==> config.mk <==
export PLATFORM = sky130hd
export DESIGN_NAME = conv_frame_loader
export DESIGN_NICKNAME = d
export VERILOG_FILES = /design/src/design/cnn_data_pkg.sv /design/src/design/cnn_ctrl_pkg.sv /design/src/design/conv_frame_loader.sv
export VERILOG_INCLUDE_DIRS = /design/src /design/src/design
export SDC_FILE = /design/constraint.sdc
export NUM_CORES = 1
export LEC_CHECK = 0
export BUFFER_PORTS_ARGS = -buffer_cell sky130_fd_sc_hd__buf_4
export CAP_MARGIN = 10
export CORE_AREA = 2 2 286 288
export CTS_BUF_LIST = sky130_fd_sc_hd__clkbuf_8
export DETAILED_ROUTE_END_ITERATION = 8
export DIE_AREA = 0 0 288 290
export PLACE_DENSITY = 0.56
export SYNTH_ARGS = -nofsm -noshare
export SYNTH_HDL_FRONTEND = slang
export SYNTH_SLANG_ARGS = --single-unit
==> constraint.sdc <==
create_clock -name clk -period 2.8 [get_ports clk]
set_input_delay 0.14 -clock clk [delete_from_list [all_inputs] [get_ports clk]]
set_output_delay 0.14 -clock clk [all_outputs]
set_load 0.02 [all_outputs]
==> src/design/cnn_macros.svh <==
`ifndef CNN_MACROS_SVH
`define CNN_MACROS_SVH

// ####################
// Image and kernel geometry.
// ####################
`define CNN_IMG_DIM   8
`define CNN_K_DIM     3
`define CNN_OUT_DIM   (`CNN_IMG_DIM - `CNN_K_DIM + 1)
`define CNN_NUM_FILT  3

// ####################
// Data widths and scaling.
// ####################
`define CNN_PIX_W     8
`define CNN_ACC_W     20
`define CNN_OUT_SHIFT 4 // Right shift applied after ReLU.

`define CNN_NUM_PIX   (`CNN_IMG_DIM * `CNN_IMG_DIM)
`define CNN_NUM_WGT   (`CNN_NUM_FILT * `CNN_K_DIM * `CNN_K_DIM)

`endif
==> src/design/cnn_data_pkg.sv <==
`include "cnn_macros.svh"

package cnn_data_pkg;

    // ####################
    // Numeric types of the datapath.
    // ####################

    // Unsigned image sample as it arrives on the stream.
    typedef logic [`CNN_PIX_W-1:0] pixel_t;

    // Signed filter coefficient.
    typedef logic signed [`CNN_PIX_W-1:0] weight_t;

    // Window sum of nine products.
    // The worst case 9 * 255 * 128 needs 19 bits plus sign.
    typedef logic signed [`CNN_ACC_W-1:0] acc_t;

    // Rectified, scaled and saturated output value.
    typedef logic [`CNN_PIX_W-1:0] feature_t;

endpackage

==> src/design/cnn_ctrl_pkg.sv <==
`include "cnn_macros.svh"

package cnn_ctrl_pkg;

    import cnn_data_pkg::*;

    // ####################
    // Input stream.
    // ####################
    typedef enum logic {
        BEAT_WEIGHT = 1'b0, // Next coefficient of the weight bank.
        BEAT_PIXEL  = 1'b1  // Next pixel of the frame in row-major order.
    } beat_kind_e;

    typedef struct packed {
        beat_kind_e            kind;
        logic [`CNN_PIX_W-1:0] data;
    } in_beat_t;

    // ####################
    // Internal links.
    // ####################

    // Weights are ordered filter, then row, then column.
    typedef struct packed {
        pixel_t  [`CNN_NUM_PIX-1:0] pix;
        weight_t [`CNN_NUM_WGT-1:0] wgt;
    } frame_t;

    typedef acc_t [`CNN_NUM_FILT-1:0] acc_vec_t; // One sum per filter.

    typedef struct packed {
        acc_vec_t acc;
        logic     last; // Set on the final window position of a map.
    } conv_beat_t;

    typedef struct packed {
        feature_t [`CNN_NUM_FILT-1:0] feat;
        logic                         last;
    } feat_beat_t;

    typedef enum logic {
        ENG_IDLE,
        ENG_SCAN
    } engine_state_e;

endpackage

==> src/design/conv_frame_loader.sv <==
`include "cnn_macros.svh"

module conv_frame_loader (
    input  logic                  clk,
    input  logic                  rst_n,
    input  logic                  in_valid,
    output logic                  in_ready,
    input  cnn_ctrl_pkg::in_beat_t in_beat,
    output logic                  frame_valid,
    input  logic                  frame_ready,
    output cnn_ctrl_pkg::frame_t  frame
);

    import cnn_data_pkg::*;
    import cnn_ctrl_pkg::*;

    localparam int PIX_IDX_W = $clog2(`CNN_NUM_PIX);
    localparam int WGT_IDX_W = $clog2(`CNN_NUM_WGT);

    pixel_t  [`CNN_NUM_PIX-1:0] pix_buf;
    weight_t [`CNN_NUM_WGT-1:0] wgt_bank;
    logic    [PIX_IDX_W-1:0]    pix_idx;
    logic    [WGT_IDX_W-1:0]    wgt_idx;

    logic in_fire;
    logic pix_fire;
    logic wgt_fire;

    // Loading stalls while a complete frame waits for the engine.
    assign in_ready = !frame_valid;
    assign in_fire  = in_valid && in_ready;
    assign pix_fire = in_fire && (in_beat.kind == BEAT_PIXEL);
    assign wgt_fire = in_fire && (in_beat.kind == BEAT_WEIGHT);

    // ####################
    // Index and weight bank.
    // ####################
    always_ff @(posedge clk or negedge rst_n) begin
        if (!rst_n) begin
            pix_idx  <= '0;
            wgt_idx  <= '0;
            wgt_bank <= '0;
        end else begin
            if (pix_fire) begin
                pix_idx <= pix_idx + 1'b1; // Wraps naturally after 64 pixels.
            end
            if (wgt_fire) begin
                wgt_bank[wgt_idx] <= weight_t'(in_beat.data);
                if (wgt_idx == WGT_IDX_W'(`CNN_NUM_WGT - 1)) begin
                    wgt_idx <= '0;
                end else begin
                    wgt_idx <= wgt_idx + 1'b1;
                end
            end
        end
    end

    always_ff @(posedge clk) begin
        if (pix_fire) begin
            pix_buf[pix_idx] <= pixel_t'(in_beat.data);
        end
    end

    // ####################
    // Frame hand-off.
    // ####################
    always_ff @(posedge clk or negedge rst_n) begin
        if (!rst_n) begin
            frame_valid <= 1'b0;
        end else if (pix_fire && (pix_idx == PIX_IDX_W'(`CNN_NUM_PIX - 1))) begin
            frame_valid <= 1'b1;
        end else if (frame_ready) begin
            frame_valid <= 1'b0;
        end
    end

    // Both stores are frozen while frame_valid is high, so the offer stays stable.
    assign frame.pix = pix_buf;
    assign frame.wgt = wgt_bank;

endmodule

Yosys cells after proc, flatten, opt, wreduce, memory -nomap -nowiden
Cells that the tools add are included.
{"block": "word_totals", "reg_bits": 740, "input_bits": 13, "output_inout_bits": 730, "wordCells": 120}
{"block": "op_classes", "n_addsub": 2, "order_cmp": 4, "eq_ne": 2, "mux": 9, "bitwise_logic": 1, "n_reduce_logical": 8}
{"op": "512-bit bitwise mux", "count": 1}
{"op": "216-bit bitwise mux", "count": 1}
{"op": "8-bit demux with 6-bit select", "count": 1}
{"op": "8-bit demux with 5-bit select", "count": 1}
{"op": "8-bit two-way mux", "count": 2}
{"op": "6-bit by 7-bit less-than comparator with 1-bit output, second input constant", "count": 1}
{"op": "6-bit by 1-bit adder with 6-bit output, second input constant", "count": 1}
{"op": "6-bit equality test, second input constant", "count": 1}
{"op": "6-bit by 1-bit greater-or-equal comparator with 1-bit output, second input constant", "count": 1}
{"op": "1-bit logical AND", "count": 6}
{"op": "5-bit by 6-bit less-than comparator with 1-bit output, second input constant", "count": 1}
{"op": "5-bit by 1-bit adder with 5-bit output, second input constant", "count": 1}
{"op": "5-bit equality test, second input constant", "count": 1}
{"op": "5-bit by 1-bit greater-or-equal comparator with 1-bit output, second input constant", "count": 1}
{"op": "5-bit two-way mux", "count": 1}
{"op": "1-bit two-way mux", "count": 2}
{"op": "2-bit nonzero test", "count": 1}
{"op": "1-bit zero test", "count": 1}
{"op": "1-bit inverter", "count": 1}

Depth between registers and ports, before layout
{"block": "depth", "depth_word": 5, "mapped_depth": 6, "depth_no_buf": 5}

Least setup slack after synthesis
OpenSTA, ideal clock, no wires.
{"block": "synth_path", "kind": "reg2reg", "startpoint": "register frame_valid", "endpoint": "register pix_buf (netlist bit frame[272]) (enable)", "setup_time_ns": 0.395, "t_arrival_ns": 2.002, "required_ns": 2.405, "path_slack_ns": 0.404, "path_stages_with_launch": 5, "path_buffers": 1, "synth_period_minus_slack_ns": 2.396, "path_cell_list": "dfrtp_1 buf_2 nand3b_1 or2_2 nor4_1"}
{"block": "synth_between", "elab_chain_len": 3}
{"item": "from (decl)", "line_no": "conv_frame_loader.sv:9", "text": "output logic frame_valid,"}
{"item": "from (signal assigned)", "line_no": "conv_frame_loader.sv:69", "text": "frame_valid <= 1'b0;"}
{"item": "from (signal assigned)", "line_no": "conv_frame_loader.sv:71", "text": "frame_valid <= 1'b1;"}
{"item": "from (signal assigned)", "line_no": "conv_frame_loader.sv:73", "text": "frame_valid <= 1'b0;"}
{"item": "1-bit zero test", "line_no": "conv_frame_loader.sv:30", "text": "assign in_ready = !frame_valid;"}
{"item": "1-bit logical AND", "line_no": "conv_frame_loader.sv:31", "text": "assign in_fire = in_valid && in_ready;"}
{"item": "1-bit logical AND", "line_no": "conv_frame_loader.sv:32", "text": "assign pix_fire = in_fire && (in_beat.kind == BEAT_PIXEL);"}
{"item": "to (signal, indexed assignment)", "line_no": "conv_frame_loader.sv:60", "text": "pix_buf[pix_idx] <= pixel_t'(in_beat.data);"}
{"item": "to (decl)", "line_no": "conv_frame_loader.sv:20", "text": "pixel_t [`CNN_NUM_PIX-1:0] pix_buf;"}
Every way passes these cells.
A chain may end at the register's enable or synchronous reset.

Worst setup path after layout
{"block": "layout_path", "startpoint": "register frame_valid", "endpoint": "register pix_buf (netlist bit frame[628]) (enable)"}
The elaborated chain is that of the path after synthesis.

==> results.tsv <==
stage	metric	value	unit
status	run status	completed	
clocking	CTS tree	built	
routing	initial DRC count	814	
floorplan	die height	290	µm
global_route	first-pass GRT wire length	110600	µm
routing	post-route ant nets	0	
timing	# setup viols final	0	
timing	final setup TNS	0	ps
floorplan	die width	288	µm
yosys	Post-synth EDFFs	512	
yosys	Synth cell types	49	
floorplan	Starting Density	0.3103	
layout	Final Cell Area	0.03458	mm²
layout	most frequent cells in the layout	buf_4, edfxtp_1, dfrtp_1	
critical_path	cell chain of the critical path	nor2b_1 -> nand3_1 -> nor2_1	
yosys	Post-synth top flop	edfxtp_1	
timing	Tcrit/Tclk final	0.8670	
timing	max-slew violation count	0	
yosys	Mapped Area	0.02488	mm²
critical_path	crit path max-delay cell type	nor2_1	
clocking	Clock Latency Late Sink	760	ps
clocking	number of buffers created by CTS	119	
clocking	clk buf depth	3	
worst_hold_path	Worst Hold Class	in2reg	
yosys	dominant cells by area after synthesis	edfxtp_1, dfrtp_1, mux2_2, nor2_1, mux2_1	
timing	hold slack	455.3	ps
timing	crit path time final	2428	ps
timing	Slew headroom	0.4522	
global_route	vias in the first global route	14887	
critical_path	number of buffers and inverters on the critical path	0	
power_and_ir_drop	VDD IR max	0.0006661	V
clocking	Resized cells post-CTS	0	
yosys	YS warnings	0	
clocking	# hold bufs at CTS	16	
global_route	gr ovfl total	0	
placed_design	buffers added on ports	742	
global_route	initial antenna violation count	3	
timing	Achievable Freq	411.9	MHz
layout	commonest non-fill, non-tap cell in the layout	buf_4	
critical_path	delay-heaviest family, CP	simple AND/OR/NAND/NOR gates	
clocking	Setup Buffers After CTS	0	
clocking	clock sink total	740	
critical_path	WP data arrival	2790	ps
critical_path	worst stage delay on the critical path	730	ps
timing	Slew @ Worst Pin	819.0	ps
critical_path	Crit. End Element	flip-flop	
critical_path	critical path class	reg2reg	
floorplan	die footprint	0.08352	mm²
clocking	clock root cell	clkbuf_8	
timing	RSZ-0062 raised after global routing	false	
placed_design	Post-DP Area	0.03205	mm²
layout	Nets	2063	
routing	vias	14195	
global_route	Tot GR Track Use	0.1847	
yosys	sequential element share of the synthesized area	0.8474	
critical_path	crit start category	flip-flop	
floorplan	core area	0.08016	mm²
floorplan	IO Pins	743	
routing	Final Routed Wirelength	79060	µm
clocking	Clock Pin Slew Worst Setup and Hold Paths	70	ps
placed_design	Final HPWL DP	51410	µm
yosys	post-synth top area cell	edfxtp_1	
floorplan	number of core rows	104	
yosys	Post-synth ARST share	0.3081	
routing	Via density	4.426	
routing	TritonRoute pass-1 iters	5	
layout	share of layout cells above drive strength 1	0.5538	
global_route	largest net degree at the start of global routing	92	
power_and_ir_drop	PD cells	817.4	mW/mm²
critical_path	Crit Path Max Fanout	8	
flow_run	Max Cap Viol	0	
layout	area delta synth->final	39.01	%
critical_path	CP Data Required Time	3160	ps
yosys	top-area cell type share of the netlist area	0.6181	
yosys	FF+latch count, synth	740	
yosys	post-synthesis area per instance	21.37	µm²
timing	Final Hold Fails	0	
yosys	synthesized instance count	1164	
power_and_ir_drop	P_leak	14.59	nW
yosys	Post-Syn Nets	1182	
clocking	H-tree levels	3	
routing	Wirelength per Cell	24.65	µm
timing	Fin Clk Skew	51.57	ps
placed_design	routability congestion estimate	0.7889	
routing	drt drc	0	
==> layout make-up <==
| cell class | count | area, µm² |
|---|---|---|
| antenna | 2 | 5.005 |
| clock buffer | 128 | 1762 |
| clock inverter | 93 | 598.1 |
| fill | 7147 | 45580 |
| inverter | 4 | 15.01 |
| multi-input combinational | 383 | 3625 |
| sequential | 740 | 21080 |
| tap | 1060 | 1326 |
| timing repair buffer | 797 | 6168 |
==> cell usage after synthesis, types with 5 or more instances <==
library cell,count
buf_2,10
clkbuf_1,21
dfrtp_1,228
edfxtp_1,512
ha_1,5
mux2_1,12
mux2_2,205
nand2_1,8
nand2_2,14
nand3_1,8
nand3b_1,5
nor2_1,67
nor2_4,7
==> tightest hold or removal path: stages <==
cell	delay (ps)
dlygate4sd3_1	560
buf_4	200
nand2_1	90
o31ai_1	70
o21ai_1	70
==> power by group <==
| part | switching (mW) | internal [mW] |
|---|---|---|
| Clock | 4.36 | 4.74 |
| Sequential | 0.767 | 12.9 |
| Combinational | 3.16 | 2.34 |
==> layer usage <==
layer,wire (µm),track usage
met1,28670,0.2045
met4,2499,0.07001
met2,41160,0.3282
met5,15,0
met3,6717,0.05888
==> metrics by stage <==
step / power (mW) / std cells / util / setup slack, ps
2_1_floorplan: 16.57 / 1164 / - / 403.7
3_3_place_gp: 19.36 / 2968 / 0.3999 / 394.2
3_5_place_dp: 19.45 / 2968 / 0.3999 / 291.2
4_1_cts: 28.70 / 3205 / 0.4313 / 308.4
5_1_grt: 29.55 / 3206 / 0.4314 / 168.7
6_report: 28.26 / 3207 / 0.4314 / 372.4
==> cell families (layout without fill, tap and decap cells) <==
family | Yosys count | count (layout) | synth area share
flip-flops | 740 | 740 | 0.8474
multiplexers | 217 | 217 | 0.09823
AND/OR/NAND/NOR | 146 | 146 | 0.03999
buffers and inverters | 41 | 1022 | 0.007294
AO/OA/AOI/OAI | 10 | 10 | 0.002766
adder cells (fa/ha/maj) | 5 | 5 | 0.002515
XOR/XNOR | 5 | 5 | 0.001760
other | 0 | 2 | 0
==> final timing paths <==
check / start / to / slack (ps) / depth (start not counted)
max in group asynchronous: rst_n / frame[80] / 580 / 4
hold / removal: in_beat[8] / pix_idx[5] / 460 / 5
setup / recovery: frame_valid / frame[628] / 370 / 3
hold reg to reg: frame[46] / frame[46] / 490 / 1
min in group asynchronous: rst_n / frame[95] / 580 / 3
setup reg to reg: frame_valid / frame[628] / 370 / 3
==> flip-flops by register name, summed over array words and instances, names as in the netlist <==
register,count
frame,728
wgt_idx,5
frame_valid,1
pix_idx,6
Power figures use the tool's default switching activity.
