<file path="src/design/cnn_macros.svh">
`ifndef CNN_MACROS_SVH
`define CNN_MACROS_SVH

// ####################
// Image and kernel geometry.
// ####################
`define CNN_IMG_DIM   8
`define CNN_K_DIM     3
`define CNN_OUT_DIM   (`CNN_IMG_DIM - `CNN_K_DIM + 1)
`define CNN_NUM_FILT  3

// ####################
// Data widths and scaling.
// ####################
`define CNN_PIX_W     8
`define CNN_ACC_W     20
`define CNN_OUT_SHIFT 4 // Right shift applied after ReLU.

`define CNN_NUM_PIX   (`CNN_IMG_DIM * `CNN_IMG_DIM)
`define CNN_NUM_WGT   (`CNN_NUM_FILT * `CNN_K_DIM * `CNN_K_DIM)

`endif
</file>
<file path="src/design/cnn_data_pkg.sv">
`include "cnn_macros.svh"

package cnn_data_pkg;

    // ####################
    // Numeric types of the datapath.
    // ####################

    // Unsigned image sample as it arrives on the stream.
    typedef logic [`CNN_PIX_W-1:0] pixel_t;

    // Signed filter coefficient.
    typedef logic signed [`CNN_PIX_W-1:0] weight_t;

    // Window sum of nine products.
    // The worst case 9 * 255 * 128 needs 19 bits plus sign.
    typedef logic signed [`CNN_ACC_W-1:0] acc_t;

    // Rectified, scaled and saturated output value.
    typedef logic [`CNN_PIX_W-1:0] feature_t;

endpackage

</file>
<file path="src/design/cnn_ctrl_pkg.sv">
`include "cnn_macros.svh"

package cnn_ctrl_pkg;

    import cnn_data_pkg::*;

    // ####################
    // Input stream.
    // ####################
    typedef enum logic {
        BEAT_WEIGHT = 1'b0, // Next coefficient of the weight bank.
        BEAT_PIXEL  = 1'b1  // Next pixel of the frame in row-major order.
    } beat_kind_e;

    typedef struct packed {
        beat_kind_e            kind;
        logic [`CNN_PIX_W-1:0] data;
    } in_beat_t;

    // ####################
    // Internal links.
    // ####################

    // Weights are ordered filter, then row, then column.
    typedef struct packed {
        pixel_t  [`CNN_NUM_PIX-1:0] pix;
        weight_t [`CNN_NUM_WGT-1:0] wgt;
    } frame_t;

    typedef acc_t [`CNN_NUM_FILT-1:0] acc_vec_t; // One sum per filter.

    typedef struct packed {
        acc_vec_t acc;
        logic     last; // Set on the final window position of a map.
    } conv_beat_t;

    typedef struct packed {
        feature_t [`CNN_NUM_FILT-1:0] feat;
        logic                         last;
    } feat_beat_t;

    typedef enum logic {
        ENG_IDLE,
        ENG_SCAN
    } engine_state_e;

endpackage

</file>
<file path="src/design/conv_result_stage.sv">
`include "cnn_macros.svh"

module conv_result_stage (
    input  logic                     clk,
    input  logic                     rst_n,
    input  logic                     conv_valid,
    output logic                     conv_ready,
    input  cnn_ctrl_pkg::conv_beat_t conv_beat,
    output logic                     out_valid,
    input  logic                     out_ready,
    output cnn_ctrl_pkg::feat_beat_t out_beat
);

    import cnn_data_pkg::*;
    import cnn_ctrl_pkg::*;

    localparam int FEAT_MAX = (1 << `CNN_PIX_W) - 1;

    feat_beat_t next_beat;
    logic       conv_fire;

    // ReLU, then scale down, then clamp into the output byte.
    function automatic feature_t to_feature(input acc_t value);
        acc_t scaled;
        scaled = value >>> `CNN_OUT_SHIFT;
        if (value < 0) begin
            return '0;
        end else if (scaled > acc_t'(FEAT_MAX)) begin
            return feature_t'(FEAT_MAX);
        end
        return feature_t'(scaled);
    endfunction

    always_comb begin
        for (int f = 0; f < `CNN_NUM_FILT; f++) begin
            next_beat.feat[f] = to_feature(conv_beat.acc[f]);
        end
        next_beat.last = conv_beat.last;
    end

    // ####################
    // Output register.
    // ####################
    assign conv_ready = !out_valid || out_ready; // Refill on the edge that drains.
    assign conv_fire  = conv_valid && conv_ready;

    always_ff @(posedge clk or negedge rst_n) begin
        if (!rst_n) begin
            out_valid <= 1'b0;
        end else if (conv_fire) begin
            out_valid <= 1'b1;
        end else if (out_ready) begin
            out_valid <= 1'b0;
        end
    end

    always_ff @(posedge clk) begin
        if (conv_fire) begin
            out_beat <= next_beat;
        end
    end

endmodule

</file>
<file path="config.mk">
export PLATFORM = sky130hd
export DESIGN_NAME = conv_result_stage
export DESIGN_NICKNAME = d
export VERILOG_FILES = /design/src/design/cnn_data_pkg.sv /design/src/design/cnn_ctrl_pkg.sv /design/src/design/conv_result_stage.sv
export VERILOG_INCLUDE_DIRS = /design/src /design/src/design
export SDC_FILE = /design/constraint.sdc
export NUM_CORES = 1
export LEC_CHECK = 0
export ABC_AREA = 1
export BUFFER_PORTS_ARGS = -buffer_cell sky130_fd_sc_hd__buf_4
export CAP_MARGIN = 20
export CORE_ASPECT_RATIO = 1.4
export CORE_MARGIN = 2
export CORE_UTILIZATION = 40
export DETAILED_ROUTE_END_ITERATION = 7
export PLACE_DENSITY = 0.81
export SYNTH_ARGS = -nofsm -noshare
export SYNTH_HDL_FRONTEND = slang
export SYNTH_SLANG_ARGS = --single-unit
</file>
<file path="constraint.sdc">
create_clock -name clk -period 4 [get_ports clk]
set_input_delay 0.8 -clock clk [delete_from_list [all_inputs] [get_ports clk]]
set_output_delay 0.8 -clock clk [all_outputs]
set_load 0.05 [all_outputs]
</file>
# ---- Word-level counts from Yosys, hierarchy flattened
# Index checks and enable logic that the tools add are counted.
dict set report word_totals {
  out_inout_bits 27
  register_bits 26
  input_bits 65
}
dict set report op_classes {
  n_reduce_logical 4
  n_lt_le_gt_ge 6
  mux 17
}
# op count
set ops {}
lappend ops {{$mux 8} 9}
lappend ops {{$lt 20x1->1 const B} 3}
lappend ops {{$gt 16x9->1 const B} 3}
lappend ops {{$mux 1} 8}
lappend ops {{$reduce_bool 2->1} 1}
lappend ops {{$logic_and 1x1->1} 1}
lappend ops {{$logic_not 1->1} 1}
lappend ops {{$logic_or 1x1->1} 1}

# ---- Logic depth before layout (Yosys ltp)
# Gate-level depths: netlist of the first run.
dict set report logic_depth {
  ltp_word 4
  mapped_depth 5
  mapped_depth_nobuf 5
}

# ---- Worst setup path after synthesis of the first run
# OpenSTA, ideal clock, no wires.
dict set report synth_path {
  path_kind {input -> register}
  start {in conv_valid}
  end {reg out_beat[0] in the netlist's numbering, enable pin}
  t_arrival_ns 2.086
  path_buffers 0
  path_slack_ns 1.499
  setup_ns 0.415
  cell_stages 2
  t_required_ns 3.585
  cell_sequence {inv_1 a21oi_1}
}
dict set report synth_between {
  elab_chain_len 1
}
# item line_no
set synth_rtl {}
lappend synth_rtl {{start: declaration} conv_result_stage.sv:6} ;# input logic conv_valid,
lappend synth_rtl {{$logic_and 1x1->1} conv_result_stage.sv:45} ;# assign conv_fire = conv_valid && conv_ready;
lappend synth_rtl {{via conv_fire} conv_result_stage.sv:20} ;# logic conv_fire;
lappend synth_rtl {{end signal: assignment} conv_result_stage.sv:59} ;# out_beat <= next_beat;
lappend synth_rtl {{end: declaration} conv_result_stage.sv:11} ;# output cnn_ctrl_pkg::feat_beat_t out_beat
# The timed path passes the listed nets, and every way through them passes these cells.
# A chain may end at the register's enable or synchronous reset.

# ---- Final worst setup path of the first run
dict set report layout_path {
  start {in out_ready}
  end {out conv_ready}
}
dict set report layout_between {
  elab_chain_len 1
}
# item line_no
set layout_rtl {}
lappend layout_rtl {{start: declaration} conv_result_stage.sv:10} ;# input logic out_ready,
lappend layout_rtl {{$logic_or 1x1->1} conv_result_stage.sv:44} ;# assign conv_ready = !out_valid || out_ready;
lappend layout_rtl {{end: declaration} conv_result_stage.sv:7} ;# output logic conv_ready,
# Every way passes these cells.

==> results of run 1 <==
[Yosys cell counts]
master | number | area [sq um]
o21ai_4 | 3 | 48.8
edfxtp_1 | 25 | 751
nor2_1 | 6 | 22.5
dfrtp_1 | 1 | 25.0
a21oi_1 | 1 | 5.00
nand2_2 | 6 | 37.5
inv_1 | 5 | 18.8
nor2_2 | 6 | 37.5
nor2_4 | 3 | 33.8
nand2_1 | 50 | 188
[power by group through the flow]
| stage | logic, mW | clock network, mW | registers, mW |
|---|---|---|---|
| after floorplan | 0.0255 | 0 | 0.379 |
| after global placement | 0.142 | 0 | 0.328 |
| after global routing | 0.155 | 0.151 | 0.323 |
| final | 0.147 | 0.140 | 0.321 |
| after CTS | 0.148 | 0.143 | 0.321 |
| after detailed placement | 0.147 | 0 | 0.327 |
[cells by family (layout without fill, tap and decap cells)]
group,Yosys count,in the layout,share of synthesized area
compound gates,4,4,0.0461
buf+inv,5,89,0.0161
flops,26,26,0.665
simple gates,71,71,0.273
[sequential cells by signal, indices dropped and copies added (netlist names)]
| register | flops |
|---|---|
| out_valid | 1 |
| out_beat | 25 |
[area by class of cell]
| type | count | area [sq um] |
|---|---|---|
| Inverter | 5 | 18.8 |
| Multi-Input combinational cell | 75 | 377 |
| Clock buffer | 4 | 45.0 |
| Tap cell | 37 | 46.3 |
| Sequential cell | 26 | 776 |
| Fill cell | 231 | 950 |
| Timing Repair Buffer | 80 | 608 |
[routing by layer]
| layer | vias to the layer above | share of wire | track usage |
|---|---|---|---|
| met1 | 437 | 0.37 | 0.161 |
| met4 | 0 | 0.0064 | 0.0694 |
| met2 | 48 | 0.57 | 0.280 |
| met5 | - | 0 | 0 |
| met3 | 2 | 0.060 | 0.0109 |
| li1 | 511 | - | - |
[worst max path at each step]
stage / slack (ns) / end
detailed placement: 1.96 / conv_ready
global route: 1.92 / conv_ready
CTS: 1.96 / conv_ready
global placement: 1.72 / out_beat[13]
finish: 1.95 / conv_ready
floorplan: 1.50 / out_beat[0]
[through the flow]
stage	total power, mW	worst slack, ns	hold WS (ns)
after floorplan	0.405	1.50	0.504
after global placement	0.470	1.72	0.527
after detailed placement	0.475	1.96	0.541
after CTS	0.612	1.96	0.295
after global routing	0.629	1.92	0.290
final	0.608	1.95	0.299
==> impl_metrics.env, run 1 <==
export IMPL_status="complete, no violations"
export IMPL_hold_viol=0
export IMPL_min_period_ns=2.05
export IMPL_drv_cap=0
export IMPL_grt_pass1_vias=923
export IMPL_drt_iter0_drc=38
export IMPL_swShare=0.265
export IMPL_power_frac_seq=0.528
export IMPL_port_buffers=79
export IMPL_placementRows=23
export IMPL_stdcell_area_sq_um=1870
export IMPL_path_buf_inv=3
export IMPL_routed_via_density=4.40
export IMPL_routed_wl_mm=2.50
export IMPL_overflow=0
export IMPL_post_drt_wl_per_cell_um=11.0
export IMPL_crit_top_cell="buf_4"
export IMPL_fmax_mhz=489
export IMPL_ys_types=10
export IMPL_critPathLaunch="out_ready"
export IMPL_ir_drop_v=0.000185
export IMPL_power_density_nw_per_um2=325
export IMPL_path_cells="buf_4 > inv_1 > nand2_1 > buf_4"
export IMPL_crit_type="input port to output pin"
export IMPL_relSlewSlack=0.530
export IMPL_dpl_cell_area_sq_um=1830
export IMPL_hold_class="input port to async pin"
export IMPL_ff2ff_path_depth=2
export IMPL_syn_avg_cell_area_sq_um=11.0
export IMPL_reg2reg_to="out_beat[3]"
export IMPL_clockPowerShare=0.231
export IMPL_clk_latency_ns=0.26
export IMPL_cts_hold_buf=0
export IMPL_via_count=998
export IMPL_critical_path_endpoint_type="output pin"
export IMPL_p_comb_frac=0.241
export IMPL_critPathRequiredTime_ns=3.20
export IMPL_post_cts_buffers=0
export IMPL_cts_resized=0
export IMPL_cts_buffers=3
export IMPL_htree_levels=1
export IMPL_grt_max_degree=15
export IMPL_reg2reg_from="out_valid"
export IMPL_antenna_cells=0
export IMPL_power_switching_mw=0.161
export IMPL_syn_cell_area_sq_um=1170
export IMPL_utilization=0.663
export IMPL_antenna_found_initial=0
export IMPL_area_growth_pct=60.2
export IMPL_finalSetupTns_ns=0
export IMPL_fin_crit_sh=0.511
export IMPL_worst_r2r_setup_slack_ns=2.50
export IMPL_die_w_um=49.7
export IMPL_syn_num_nets=171
export IMPL_cts_tree="done"
export IMPL_p_int_mw=0.447
export IMPL_rsz0062_at_grt="no"
export IMPL_leakagePower_nw=0.838
export IMPL_seq_area_frac_synth=0.665
export IMPL_first_pass_iters=4
export IMPL_core_area_sq_um=2820
export IMPL_layout_commonest_cell="buf_4"
export IMPL_final_cells=227
export IMPL_slowest_stage="buf_4"
export IMPL_setup_viol=0
export IMPL_start_util=0.414
export IMPL_die_area_sq_um=3370
export IMPL_yosysWarnings=0
export IMPL_clock_skew_ns=0.00382
export IMPL_ys_ff_latch=26
export IMPL_die_h_um=67.9
export IMPL_drive_gt1_frac=0.537
export IMPL_finalMaxSlewViolations=0
export IMPL_setup_worst_path_start_class="input port"
export IMPL_cts_sink_count=26
export IMPL_hpwl_mm=2.16
export IMPL_nNetsFinal=256
export IMPL_path_depth=4
export IMPL_arrival_ns=1.25
export IMPL_ios=92
export IMPL_clk_pin_slew_worst_paths_ns=0.07
export IMPL_dp_cells=223
export IMPL_crit_path_max_fanout=2
export IMPL_drtAntennaViolNets=0
export IMPL_synthCells=106
export IMPL_place_congestion=0.719
export IMPL_grt_use_total=0.145
export IMPL_cts_root_buf="clkbuf_8"
export IMPL_critPathTopFamily="buffers and inverters"
export IMPL_max_stage_delay_ns=0.19
export IMPL_drc=0
export IMPL_cts_max_path_buffers=2
export IMPL_tightest_slew_ns=0.705
export IMPL_grt_first_pass_wirelength_mm=3.77
export IMPL_final_cell_mix="buf_4 (79), nand2_1 (50), edfxtp_1 (25)"
Note: power is estimated with default switching activity, not from simulation.
==> run 2: changes to the inputs <==
--- a/config.mk
+++ b/config.mk
@@ -6,14 +6,14 @@
 export SDC_FILE = /design/constraint.sdc
 export NUM_CORES = 1
 export LEC_CHECK = 0
-export ABC_AREA = 1
+export ABC_AREA = 0
 export BUFFER_PORTS_ARGS = -buffer_cell sky130_fd_sc_hd__buf_4
 export CAP_MARGIN = 20
 export CORE_ASPECT_RATIO = 1.4
 export CORE_MARGIN = 2
-export CORE_UTILIZATION = 40
+export CORE_UTILIZATION = 34
 export DETAILED_ROUTE_END_ITERATION = 7
-export PLACE_DENSITY = 0.81
+export PLACE_DENSITY = 0.74
 export SYNTH_ARGS = -nofsm -noshare
 export SYNTH_HDL_FRONTEND = slang
 export SYNTH_SLANG_ARGS = --single-unit
==> constraint.sdc (replaced) <==
create_clock -name clk -period 1.85 [get_ports clk]
set_input_delay 0.37 -clock clk [delete_from_list [all_inputs] [get_ports clk]]
set_output_delay 0.37 -clock clk [all_outputs]
set_load 0.05 [all_outputs]
==> impl_metrics.env, run 2 <==
export IMPL_status="complete, no violations"
export IMPL_via_count=982
export IMPL_first_pass_iters=4
export IMPL_yosysWarnings=0
export IMPL_core_area_sq_um=3150
export IMPL_layout_commonest_cell="buf_4"
export IMPL_power_mw=1.33
export IMPL_setup_viol=0
export IMPL_crit_type="flop to flop"
export IMPL_crit_path_max_fanout=25
export IMPL_die_area_sq_um=3820
export IMPL_ios=92
export IMPL_syn_num_nets=154
export IMPL_htree_levels=1
export IMPL_clk_pin_slew_worst_paths_ns=0.08
export IMPL_seq_area_frac_synth=0.684
export IMPL_finalSetupTns_ns=0
export IMPL_rsz0062_at_grt="no"
export IMPL_largest_register="out_beat"
export IMPL_syn_cell_area_sq_um=1130
export IMPL_tightest_slew_ns=0.542
export IMPL_cts_tree="done"
export IMPL_setup_worst_path_start_class="flop"
export IMPL_stdcell_area_sq_um=1810
export IMPL_dpl_cell_area_sq_um=1760
export IMPL_ir_drop_v=0.000344
export IMPL_fillCellCount=288
export IMPL_nNetsFinal=233
export IMPL_synthTopCellsByArea="edfxtp_1 (66%), a31oi_1 (13%), nor2_1 (8.9%), nor4_4 (5.6%), dfrtp_1 (2.2%)"
export IMPL_finalMaxSlewViolations=0
export IMPL_yosys_area_share_xor_xnor=0
export IMPL_fin_crit_sh=0.729
export IMPL_fmax_mhz=741
export IMPL_routed_via_density=4.77
export IMPL_synth_common_cells="nor2_1 (27), edfxtp_1 (25), a31oi_1 (24)"
export IMPL_yosys_area_share_simple=0.162
export IMPL_cts_root_buf="clkbuf_8"
export IMPL_clock_skew_ns=0.00537
export IMPL_drive_gt1_frac=0.521
export IMPL_port_buffers=79
export IMPL_min_period_ns=1.35
export IMPL_cts_sink_count=26
export IMPL_synthMuxAreaShare=0
export IMPL_cts_max_path_buffers=2
export IMPL_drv_cap=0
export IMPL_place_congestion=0.786
export IMPL_placementRows=24
export IMPL_area_growth_pct=59.5
export IMPL_leakagePower_nw=0.759
export IMPL_ys_types=10
export IMPL_synth_top_family_by_area="simple AND/OR/NAND/NOR gates"
export IMPL_largest_register_ffs=25
export IMPL_grt_first_pass_wirelength_mm=4.03
export IMPL_grt_max_degree=26
export IMPL_synth_top_area_frac=0.662
export IMPL_grt_use_total=0.141
export IMPL_post_cts_buffers=0
export IMPL_drt_iter0_drc=14
export IMPL_ys_flop_type="edfxtp_1"
export IMPL_hpwl_mm=2.14
export IMPL_die_h_um=72.4
export IMPL_ys_async_sr_fraction=0.0385
export IMPL_overflow=0
export IMPL_antenna_cells=0
export IMPL_ff2ff_path_depth=2
export IMPL_hold_viol=0
export IMPL_start_util=0.360
export IMPL_final_cell_mix="buf_4 (79), nor2_1 (27), edfxtp_1 (25)"
export IMPL_post_drt_wl_per_cell_um=12.8
export IMPL_max_stage_delay_ns=0.50
export IMPL_path_cells="nand2b_2 > and2_2"
export IMPL_synthMostInstantiatedCell="nor2_1"
export IMPL_syn_avg_cell_area_sq_um=12.8
export IMPL_synth_edf_count=25
export IMPL_synthCells=89
export IMPL_critical_path_endpoint_type="flop"
export IMPL_drtAntennaViolNets=0
export IMPL_relSlewSlack=0.639
export IMPL_clk_latency_ns=0.26
export IMPL_arrival_ns=1.25
export IMPL_critPathRequiredTime_ns=1.76
export IMPL_grt_pass1_vias=981
export IMPL_synth_top_area_cell="edfxtp_1"
export IMPL_die_w_um=52.8
export IMPL_slowest_stage="and2_2"
export IMPL_routed_wl_mm=2.65
export IMPL_power_density_nw_per_um2=736
export IMPL_ys_ff_latch=26
export IMPL_synth_fa_ha_area_frac=0
export IMPL_drc=0
export IMPL_reg_top3="out_beat x25, out_valid x1"
export IMPL_antenna_found_initial=0
export IMPL_synth_compound_area_frac=0.132
export IMPL_hold_class="input port to flop"
export IMPL_whs_path_depth=1
export IMPL_cts_buffers=3
-- run 2: cell count changes after synthesis, sizes merged --
cell / change
nand2b: +2
buf: +3
nor2: +12
a31oi: +24
nand2: -56
o21ai: -3
clkbuf: +3
a21oi: -1
inv: -5
nor4: +3
and2: +1
-- run 2: final timing paths --
check / to / from / slack [ns]
setup reg to reg: out_beat[7] / out_valid / 0.50
hold / removal: out_beat[0] / conv_beat[0] / 0.27
max in group asynchronous: out_valid / rst_n / 1.37
hold reg to reg: out_valid / out_valid / 0.54
setup / recovery: out_beat[7] / out_valid / 0.50
min in group asynchronous: out_valid / rst_n / 0.40
-- run 2: kinds of logic after synthesis --
logic type             Yosys count
AOI/OAI and AO/OA               24
and+or+nand+nor                 33
buffers and inverters            6
DFF                             26
-- run 2: final cells by class --
class,count,area [sq um],area share
clock buffer,3,41.3,0.0228
clock inverter,1,3.75,0.00207
multi-input combinational,57,338,0.187
sequential,26,776,0.428
tap,39,48.8,0.0270
timing repair buffer,80,603,0.333
-- run 2: report_power, final --
group | switching (mW) | internal (mW)
clock | 0.158 | 0.148
sequential | 0.00879 | 0.684
combinational | 0.201 | 0.132
-- run 2: worst max-delay path: cells and delay by family, from the launching register on --
family,cells,cell delay [ns]
DFF,1,0.40
and+or+nand+nor,2,0.58
-- run 2: timing repair --
item	in CTS	in global routing
hold buffers	1	0
gates resized for setup	0	0
hold endpoints to repair	1	0
-- run 2: metrics by stage --
step | setup WS (ns) | instances | utilization | hold WS (ns)
floorplan | 0.126 | 89 | - | 0.0744
global placement | 0.418 | 201 | 0.557 | 0.146
detailed placement | 0.401 | 201 | 0.557 | 0.147
CTS | 0.490 | 206 | 0.574 | 0.268
global route | 0.427 | 206 | 0.574 | 0.264
finish | 0.501 | 206 | 0.574 | 0.275
-- run 2: per-layer routing --
layer,track usage,up-vias,share of wire
met3,0.00206,2,0.077
li1,-,496,-
met4,0.0769,0,0.0083
met1,0.142,431,0.37
met5,0,-,0
met2,0.279,53,0.55
==> run 3: changes to the inputs <==
--- a/config.mk
+++ b/config.mk
@@ -11,9 +11,9 @@
 export CAP_MARGIN = 20
 export CORE_ASPECT_RATIO = 1.4
 export CORE_MARGIN = 2
-export CORE_UTILIZATION = 34
+export CORE_UTILIZATION = 38
 export DETAILED_ROUTE_END_ITERATION = 7
-export PLACE_DENSITY = 0.74
+export PLACE_DENSITY = 0.79
 export SYNTH_ARGS = -nofsm -noshare
 export SYNTH_HDL_FRONTEND = slang
 export SYNTH_SLANG_ARGS = --single-unit
==> constraint.sdc (replaced) <==
create_clock -name clk -period 1.3 [get_ports clk]
set_input_delay 0.26 -clock clk [delete_from_list [all_inputs] [get_ports clk]]
set_output_delay 0.26 -clock clk [all_outputs]
set_load 0.05 [all_outputs]
==> impl_metrics.env, run 3 (synthesized netlist as in run 2, its figures left out) <==
export IMPL_cts_max_path_buffers=2
export IMPL_layout_commonest_cell="buf_4"
export IMPL_routed_wl_mm=2.73
export IMPL_routed_wl_met2_mm=1.51
export IMPL_via_count=1034
export IMPL_critPathRequiredTime_ns=1.04
export IMPL_cts_sink_count=26
export IMPL_first_pass_iters=4
export IMPL_grt_max_degree=26
export IMPL_placementRows=23
export IMPL_reg_top3="out_beat x25, out_valid x1"
export IMPL_setup_viol=0
export IMPL_grt_pass1_vias=978
export IMPL_antenna_found_initial=0
export IMPL_power_mw=2.11
export IMPL_relSlewSlack=0.699
export IMPL_wl_met1_um=873
export IMPL_drc=0
export IMPL_largest_register_ffs=25
export IMPL_antenna_cells=0
export IMPL_cts_resized=0
export IMPL_cts_tree="done"
export IMPL_ir_drop_v=0.000562
export IMPL_port_buffers=79
export IMPL_setup_worst_path_start_class="flop"
export IMPL_critical_path_endpoint_type="output pin"
export IMPL_drt_iter0_drc=16
export IMPL_power_density_nw_per_um2=1130
export IMPL_htree_levels=1
export IMPL_die_h_um=68.7
export IMPL_largest_register="out_beat"
export IMPL_nNetsFinal=236
export IMPL_clk_pin_slew_worst_paths_ns=0.09
export IMPL_crit_type="flop to output pin"
export IMPL_finalSetupTns_ns=0
export IMPL_drv_cap=0
export IMPL_start_util=0.398
export IMPL_cts_root_buf="clkbuf_8"
export IMPL_drtAntennaViolNets=0
export IMPL_hold_class="input port to flop"
export IMPL_grt_first_pass_wirelength_mm=4.03
export IMPL_fmax_mhz=818
export IMPL_min_period_ns=1.22
export IMPL_ios=92
export IMPL_place_congestion=0.706
export IMPL_post_drt_wl_per_cell_um=13.2
export IMPL_leakagePower_nw=0.793
export IMPL_overflow=0
export IMPL_cts_buffers=3
export IMPL_final_cell_mix="buf_4 (82), nor2_1 (27), edfxtp_1 (25)"
export IMPL_post_cts_buffers=0
export IMPL_top_layer="met4"
export IMPL_core_area_sq_um=2850
export IMPL_clk_latency_ns=0.26
export IMPL_crit_path_max_fanout=3
export IMPL_die_w_um=50.2
export IMPL_rsz0062_at_grt="no"
export IMPL_fin_crit_sh=0.940
export IMPL_hold_viol=0
export IMPL_drive_gt1_frac=0.541
export IMPL_status="complete, no violations"
export IMPL_grt_use_total=0.156
export IMPL_finalMaxSlewViolations=0
export IMPL_area_growth_pct=64.3
export IMPL_die_area_sq_um=3450
export IMPL_arrival_ns=0.96
export IMPL_clock_skew_ns=0.00746
export IMPL_dr_wl_met3_um=276
export IMPL_tightest_slew_ns=0.448
export IMPL_routed_via_density=5.00
-- run 3: worst paths after layout --
path                         startpoint            to  slack, ns  cells past startpoint
min reg2reg                   out_valid     out_valid       0.54                      2
max reg2reg                   out_valid  out_beat[12]       0.12                      2
min in group asynchronous         rst_n     out_valid       0.30                      2
max                           out_valid    conv_ready       0.08                      2
min                        conv_beat[0]   out_beat[0]       0.17                      1
max in group asynchronous         rst_n     out_valid       0.91                      2
-- run 3: per-layer routing --
layer | vias up | global-route usage
met2 | 68 | 0.296
met5 | - | 0
met1 | 456 | 0.154
met4 | 0 | 0.108
met3 | 6 | 0.0259
li1 | 504 | -
-- run 3: cell type report --
class | instances | area [sq um]
fillers | 214 | 985
flip-flops and latches | 26 | 777
repair buffers | 83 | 626
multi-input cells | 57 | 344
well taps | 37 | 46.3
clock buffers | 3 | 41.3
clock inverters | 1 | 30.0
-- run 3: metrics by stage --
| stage | std cells | setup slack, ns | cell area [sq um] | utilization | hold slack, ns |
|---|---|---|---|---|---|
| 4_1_cts | 207 | 0.0742 | 1860 | 0.654 | 0.167 |
| 2_1_floorplan | 89 | -0.0766 | 1150 | - | -0.0356 |
| 5_1_grt | 207 | 0.0472 | 1860 | 0.654 | 0.168 |
| 6_report | 207 | 0.0781 | 1860 | 0.654 | 0.168 |
| 3_5_place_dp | 202 | -0.0141 | 1780 | 0.626 | 0.0377 |
| 3_3_place_gp | 202 | 0.0637 | 1780 | 0.626 | 0.0351 |
-- run 3: worst max-delay path, cell delays in order (launching register included) --
cell and delay (ns):
dfrtp_2 0.43, nand2b_4 0.08, buf_4 0.19
-- run 3: power breakdown --
group          switching, mW  internal, mW  total [mW]
combinational          0.288         0.197       0.485
sequential            0.0136         0.974       0.987
clock                  0.227         0.411       0.638
total                  0.528          1.58        2.11
-- run 3: repair_timing --
action	CTS	global route
hold endpoints to repair	1	0
endpoints found under the setup margin	0	0
hold buffers	1	0
